File: config.mk
export PLATFORM = sky130hd
export DESIGN_NAME = car_top
export DESIGN_NICKNAME = d
export VERILOG_FILES = /design/src/hdl/car_pkg.sv /design/src/hdl/tracker_sensor.sv /design/src/hdl/motor_speed.sv /design/src/hdl/pwm_gen.sv /design/src/hdl/car_top.sv
export SDC_FILE = /design/constraint.sdc
export NUM_CORES = 1
export LEC_CHECK = 0
export ABC_CLOCK_PERIOD_IN_PS = 2200
export BUFFER_PORTS_ARGS = -buffer_cell sky130_fd_sc_hd__buf_2
export CORE_MARGIN = 1.5
export CORE_UTILIZATION = 55
export DETAILED_ROUTE_END_ITERATION = 8
export PLACE_DENSITY = 0.72
export SLEW_MARGIN = 25
export SYNTH_ARGS = -nofsm -noshare
export SYNTH_HDL_FRONTEND = slang
export SYNTH_SLANG_ARGS = --single-unit
File: constraint.sdc
create_clock -name clk -period 2.2 [get_ports clk]
set_clock_uncertainty 0.1 [all_clocks]
set_input_delay 0.33 -clock clk [delete_from_list [all_inputs] [get_ports clk]]
set_output_delay 0.33 -clock clk [all_outputs]
set_load 0.005 [all_outputs]
File: src/hdl/car_pkg.sv
package car_pkg;

    // PWM timing
    localparam int DUTY_W     = 10;
    localparam int PWM_PERIOD = 1024;
    localparam int CNT_W      = $clog2(PWM_PERIOD);

    // Last count before the counter wraps to 0
    localparam logic [CNT_W-1:0] CNT_LAST = CNT_W'(PWM_PERIOD - 1);

    // Wheel speeds as duty values, inner wheel slowed in turns
    localparam logic [DUTY_W-1:0] STRAIGHT_SPEED = 10'd1023;
    localparam logic [DUTY_W-1:0] TURN_IN        = 10'd723;
    localparam logic [DUTY_W-1:0] TURN_OUT       = 10'd1023;
    localparam logic [DUTY_W-1:0] SHARP_IN       = 10'd256;
    localparam logic [DUTY_W-1:0] SHARP_OUT      = 10'd1023;
    localparam logic [DUTY_W-1:0] BACK_SPEED     = 10'd512;

    // Decoded steering decision
    typedef enum logic [2:0] {
        TURN_LEFT   = 3'd0,
        TURN_RIGHT  = 3'd1,
        GO_STRAIGHT = 3'd2,
        SHARP_LEFT  = 3'd3,
        SHARP_RIGHT = 3'd4,
        BACK        = 3'd5
    } steer_mode_t;

    // One bit per reflective sensor, 1 when it sees the line
    typedef struct packed {
        logic left;
        logic centre;
        logic right;
    } line_sense_t;

    // Command for one wheel
    typedef struct packed {
        logic [DUTY_W-1:0] duty;
        logic              fwd;     // 1 for forward
    } wheel_cmd_t;

    // H-bridge outputs
    typedef struct packed {
        logic left_pwm;
        logic right_pwm;
        logic left_fwd;
        logic right_fwd;
    } drive_t;

endpackage

File: src/hdl/tracker_sensor.sv
`timescale 1ns/1ps

module tracker_sensor (
    input  logic                 clk,
    input  logic                 reset,
    input  car_pkg::line_sense_t sensor,
    output car_pkg::steer_mode_t mode
);

    car_pkg::line_sense_t sync_1;   // First synchronizer stage
    car_pkg::line_sense_t sync_2;   // Stable copy of the sensors
    car_pkg::steer_mode_t next_mode;

    // Sensors are asynchronous to clk
    always_ff @(posedge clk or posedge reset) begin
        if (reset) begin
            sync_1 <= '{left: 1'b0, centre: 1'b1, right: 1'b0};    // Straight, as the reset mode
            sync_2 <= '{left: 1'b0, centre: 1'b1, right: 1'b0};
        end else begin
            sync_1 <= sensor;
            sync_2 <= sync_1;
        end
    end

    // Pattern is left, centre, right from MSB down
    always_comb begin
        next_mode = mode;   // Hold on 101
        case (sync_2)
            3'b010,
            3'b111: begin
                next_mode = car_pkg::GO_STRAIGHT;
            end
            3'b110: begin
                next_mode = car_pkg::TURN_LEFT;
            end
            3'b100: begin
                next_mode = car_pkg::SHARP_LEFT;
            end
            3'b011: begin
                next_mode = car_pkg::TURN_RIGHT;
            end
            3'b001: begin
                next_mode = car_pkg::SHARP_RIGHT;
            end
            3'b000: begin
                next_mode = car_pkg::BACK;  // Line lost
            end
            default: begin
                next_mode = mode;   // Crossing mark, keep last decision
            end
        endcase
    end

    always_ff @(posedge clk or posedge reset) begin
        if (reset) begin
            mode <= car_pkg::GO_STRAIGHT;
        end else begin
            mode <= next_mode;
        end
    end

endmodule

File: src/hdl/motor_speed.sv
`timescale 1ns/1ps

module motor_speed (
    input  logic                 clk,
    input  logic                 reset,
    input  car_pkg::steer_mode_t mode,
    output car_pkg::wheel_cmd_t  left_cmd,
    output car_pkg::wheel_cmd_t  right_cmd
);

    car_pkg::wheel_cmd_t next_left;
    car_pkg::wheel_cmd_t next_right;

    // Speed table, inner wheel slowed in turns
    always_comb begin
        next_left  = '{duty: car_pkg::STRAIGHT_SPEED, fwd: 1'b1};
        next_right = '{duty: car_pkg::STRAIGHT_SPEED, fwd: 1'b1};
        case (mode)
            car_pkg::TURN_LEFT: begin
                next_left.duty  = car_pkg::TURN_IN;
                next_right.duty = car_pkg::TURN_OUT;
            end
            car_pkg::TURN_RIGHT: begin
                next_left.duty  = car_pkg::TURN_OUT;
                next_right.duty = car_pkg::TURN_IN;
            end
            car_pkg::SHARP_LEFT: begin
                next_left.duty  = car_pkg::SHARP_IN;
                next_right.duty = car_pkg::SHARP_OUT;
            end
            car_pkg::SHARP_RIGHT: begin
                next_left.duty  = car_pkg::SHARP_OUT;
                next_right.duty = car_pkg::SHARP_IN;
            end
            car_pkg::BACK: begin
                // Both wheels reverse to find the line again
                next_left  = '{duty: car_pkg::BACK_SPEED, fwd: 1'b0};
                next_right = '{duty: car_pkg::BACK_SPEED, fwd: 1'b0};
            end
            default: begin
                next_left.duty  = car_pkg::STRAIGHT_SPEED;
                next_right.duty = car_pkg::STRAIGHT_SPEED;
            end
        endcase
    end

    // Wheels stopped but pointed forward out of reset
    always_ff @(posedge clk or posedge reset) begin
        if (reset) begin
            left_cmd  <= '{duty: '0, fwd: 1'b1};
            right_cmd <= '{duty: '0, fwd: 1'b1};
        end else begin
            left_cmd  <= next_left;
            right_cmd <= next_right;
        end
    end

endmodule

File: src/hdl/pwm_gen.sv
`timescale 1ns/1ps

module pwm_gen (
    input  logic                       clk,
    input  logic                       reset,
    input  logic [car_pkg::DUTY_W-1:0] duty,
    output logic                       pwm
);

    logic [car_pkg::CNT_W-1:0]  count;
    logic [car_pkg::DUTY_W-1:0] duty_q;     // Duty for the running period
    logic                       wrap;

    assign wrap = (count == car_pkg::CNT_LAST);

    // Free-running period counter
    always_ff @(posedge clk or posedge reset) begin
        if (reset) begin
            count <= '0;
        end else if (wrap) begin
            count <= '0;
        end else begin
            count <= count + 1'b1;
        end
    end

    // New duty only at the period boundary so no pulse is clipped
    always_ff @(posedge clk or posedge reset) begin
        if (reset) begin
            duty_q <= '0;
        end else if (wrap) begin
            duty_q <= duty;
        end
    end

    // High for exactly duty_q cycles from count 0
    always_ff @(posedge clk or posedge reset) begin
        if (reset) begin
            pwm <= 1'b0;
        end else begin
            pwm <= (count < duty_q);
        end
    end

endmodule

File: src/hdl/car_top.sv
`timescale 1ns/1ps

module car_top (
    input  logic                 clk,
    input  logic                 reset,
    input  car_pkg::line_sense_t sensor,
    output car_pkg::drive_t      drive
);

    car_pkg::steer_mode_t mode;
    car_pkg::wheel_cmd_t  left_cmd;
    car_pkg::wheel_cmd_t  right_cmd;
    logic                 left_pwm;
    logic                 right_pwm;

    tracker_sensor i_tracker (
        .clk    (clk),
        .reset  (reset),
        .sensor (sensor),
        .mode   (mode)
    );

    motor_speed i_speed (
        .clk       (clk),
        .reset     (reset),
        .mode      (mode),
        .left_cmd  (left_cmd),
        .right_cmd (right_cmd)
    );

    pwm_gen i_pwm_left (
        .clk   (clk),
        .reset (reset),
        .duty  (left_cmd.duty),
        .pwm   (left_pwm)
    );

    pwm_gen i_pwm_right (
        .clk   (clk),
        .reset (reset),
        .duty  (right_cmd.duty),
        .pwm   (right_pwm)
    );

    // Direction bits go straight to the bridge inputs
    assign drive = '{
        left_pwm:  left_pwm,
        right_pwm: right_pwm,
        left_fwd:  left_cmd.fwd,
        right_fwd: right_cmd.fwd
    };

endmodule

==> metrics.txt <==
routed via count 1384; Multi-input gate area 1000 um^2; CP Capture Type flip-flop; Storage cell area 0.00121 mm^2; Max-Cap Viols 0; Routed Antenna Nets 0; crit path DAT 1.83 ns; Clock Sinks 48; RePlAce Congestion 0.801; Slew HR 0.572; largest net degree at the start of global routing 33; Cells after Synth 193; CTS H-tree lvls 2; initial core utilization 0.572; postcts setup bufs 0; Clk Tree Root Cell clkbuf_8; Post-synth top flop dfrtp_1; fmax 573 MHz; PwrDens 654 mW/mm^2; Tmin final 1.74 ns; final hold vios 0; RSZ-0062 raised after global routing false; synth top area cells dfrtp_1 48%, ha_1 11%, dfstp_2 4.6%; CP max FO 9; port bufs 8; Seq cells post-synth 48; Syn Std Cell Area 0.00227 mm^2; Leak 1.14 nW; Syn Nets 218; drt pass-1 iters 4; share of the synthesized area in the top cell type 0.485; Die ar. 0.00452 mm^2; Setup crit start kind flip-flop; CTS tree built; initial antenna violation count 0; Reg clk slew, reported paths 0.09 ns; global-route wire length before repair 6520 um; grt total ovfl 0; vias in the first global route 1489; max-slew violations 0; Post-CTS Resized 0; placed instance area 0.00236 mm^2; post-DP HPWL 2680 um; cell taking the most area after synthesis dfrtp_1; TNS Setup 0 ns; final setup violation count 0; row count 23; syn avg cell area 11.8 um^2; Distinct cells, synth 36; CP Class reg2reg; DRC 0; synth warn 0; status finished, final reports clean; Diodes inserted 0; Critical Path RT 2.29 ns; die height 67.3 um; clk_lat worst skew 0.30 ns; fin crit share 0.793; fillers 318; share of post-route cells with drive strength above 1 0.188; via-per-instance ratio 5.39; Area Overhead vs Synth 9.04%; nets 231; DR WL/cell 14.1 um; PnR worst setup slack 0.455 ns; EDFF count, synth 0; CTS Buf Count 5; 1st-iter DRT viols 46; die width 67.3 um; ys async rst share 1.00; design area 0.00248 mm^2; DP Worst Slack 0.469 ns; area of the core 0.00397 mm^2; Hold-fix buffers, CTS 0; Worst-Margin Slew 0.641 ns; clk buf depth 2; IO Pins 9; Finished Core Util 0.624; HP Class in2async; maximum VDD drop 576 uV; total track usage 0.193; sequential share of the synthesized area 0.531; Post-Route WL 3630 um
-- cells in the final DEF, fill, tap and decap left out, types with 2 or more instances in the layout --
cell       count
buf_2          8
a41oi_1        3
nand3b_1       2
a211oi_1       3
mux2_2         4
nand3_1        7
buf_4          2
and2_1         2
nand2b_1       5
clkbuf_8       5
ha_1          20
and3_1         2
nand2_1       15
o2bb2ai_1      2
nor2b_1        2
o21ai_0        3
nor2_8         2
mux2_4         4
dfstp_2        4
nor2_1        17
dfrtp_1       44
inv_1          9
a21oi_1       11
xor2_1         8
xnor2_1        7
-- worst max-delay path, stage by stage, from the launching register on --
cell     delay [ns]
dfrtp_1        0.39
ha_1           0.22
nand2_1        0.10
or2_4          0.30
nor2_8         0.20
mux2_4         0.32
-- through the flow --
stage,instances,power [mW],hold WS (ns)
after global routing,257,1.68,0.00120
after detailed placement,249,0.993,0.246
after CTS,257,1.63,0.00699
after global placement,249,0.990,0.239
after floorplan,193,0.974,0.231
final,257,1.62,0.00733
-- kinds of logic (layout without fill, tap and decap cells) --
kind of cell,after synthesis,count (layout),share of synthesized area
buffers and inverters,14,28,0.0286
muxes,8,8,0.0463
adders and majority gates,20,20,0.110
DFF,48,48,0.531
AOI/OAI and AO/OA,26,26,0.0722
xor gates and xnor gates,15,15,0.0579
and+or+nand+nor,62,62,0.154
-- layer usage --
layer,share of wire,global-route usage,vias to the layer above,wire (um)
met5,0,0,-,0
met4,0.0088,0.0663,0,32
met3,0.022,0.0517,4,80
met2,0.52,0.344,15,1890
met1,0.45,0.223,686,1620
li1,-,-,679,-
-- sequential cells by signal, indices dropped and copies added (netlist names) --
signal / count
i_pwm_left.count: 10
i_pwm_left.duty_q: 4
i_pwm_left.pwm: 1
i_pwm_right.count: 10
i_pwm_right.duty_q: 4
i_pwm_right.pwm: 1
i_speed.left_cmd: 5
i_speed.right_cmd: 4
i_tracker.mode: 3
i_tracker.sync_1: 3
i_tracker.sync_2: 3
-- cell usage after synthesis (2+ instances only) --
cell       instances
mux2_2             4
inv_1             10
and2_1             2
nor2b_1            2
mux2_4             4
ha_1              20
nor2_8             2
dfstp_2            4
nor2_1            17
nand3b_1           2
dfrtp_1           44
nand2b_1           5
nand3_1            7
a21oi_1           11
nand2_1           15
o21ai_0            3
buf_4              3
a41oi_1            3
o2bb2ai_1          2
a211oi_1           3
and3_1             2
xnor2_1            7
xor2_1             8
-- report_power, final --
| group | switching, mW | leakage [nW] | internal (mW) |
|---|---|---|---|
| Clock | 0.302 | 0.0548 | 0.342 |
| Sequential | 0.0152 | 0.585 | 0.911 |
| Combinational | 0.0286 | 0.503 | 0.0200 |
| Total | 0.346 | 1.14 | 1.27 |
-- worst paths after layout --
path                                          start                    to  slack, ns  cells after the start
worst max-delay path            i_pwm_left.count[0]  i_pwm_left.duty_q[5]       0.46                      5
worst min-delay path                          reset   i_speed.left_cmd[6]      0.007                      2
worst max register to register  i_pwm_left.count[0]  i_pwm_left.duty_q[5]       0.46                      5
worst min register to register  i_tracker.sync_1[0]   i_tracker.sync_2[0]       0.26                      0
max in group asynchronous                     reset     i_tracker.mode[1]       1.35                      3
min in group clk                          sensor[1]   i_tracker.sync_1[1]       0.02                      1
-- final cells by class --
type	count	share of cell area
sequential	48	0.487
multi-input combinational	131	0.404
clock buffer	5	0.0278
tap	50	0.0253
timing repair buffer	10	0.0222
clock inverter	3	0.0187
inverter	10	0.0152
Note: power is estimated with default switching activity, not from simulation.
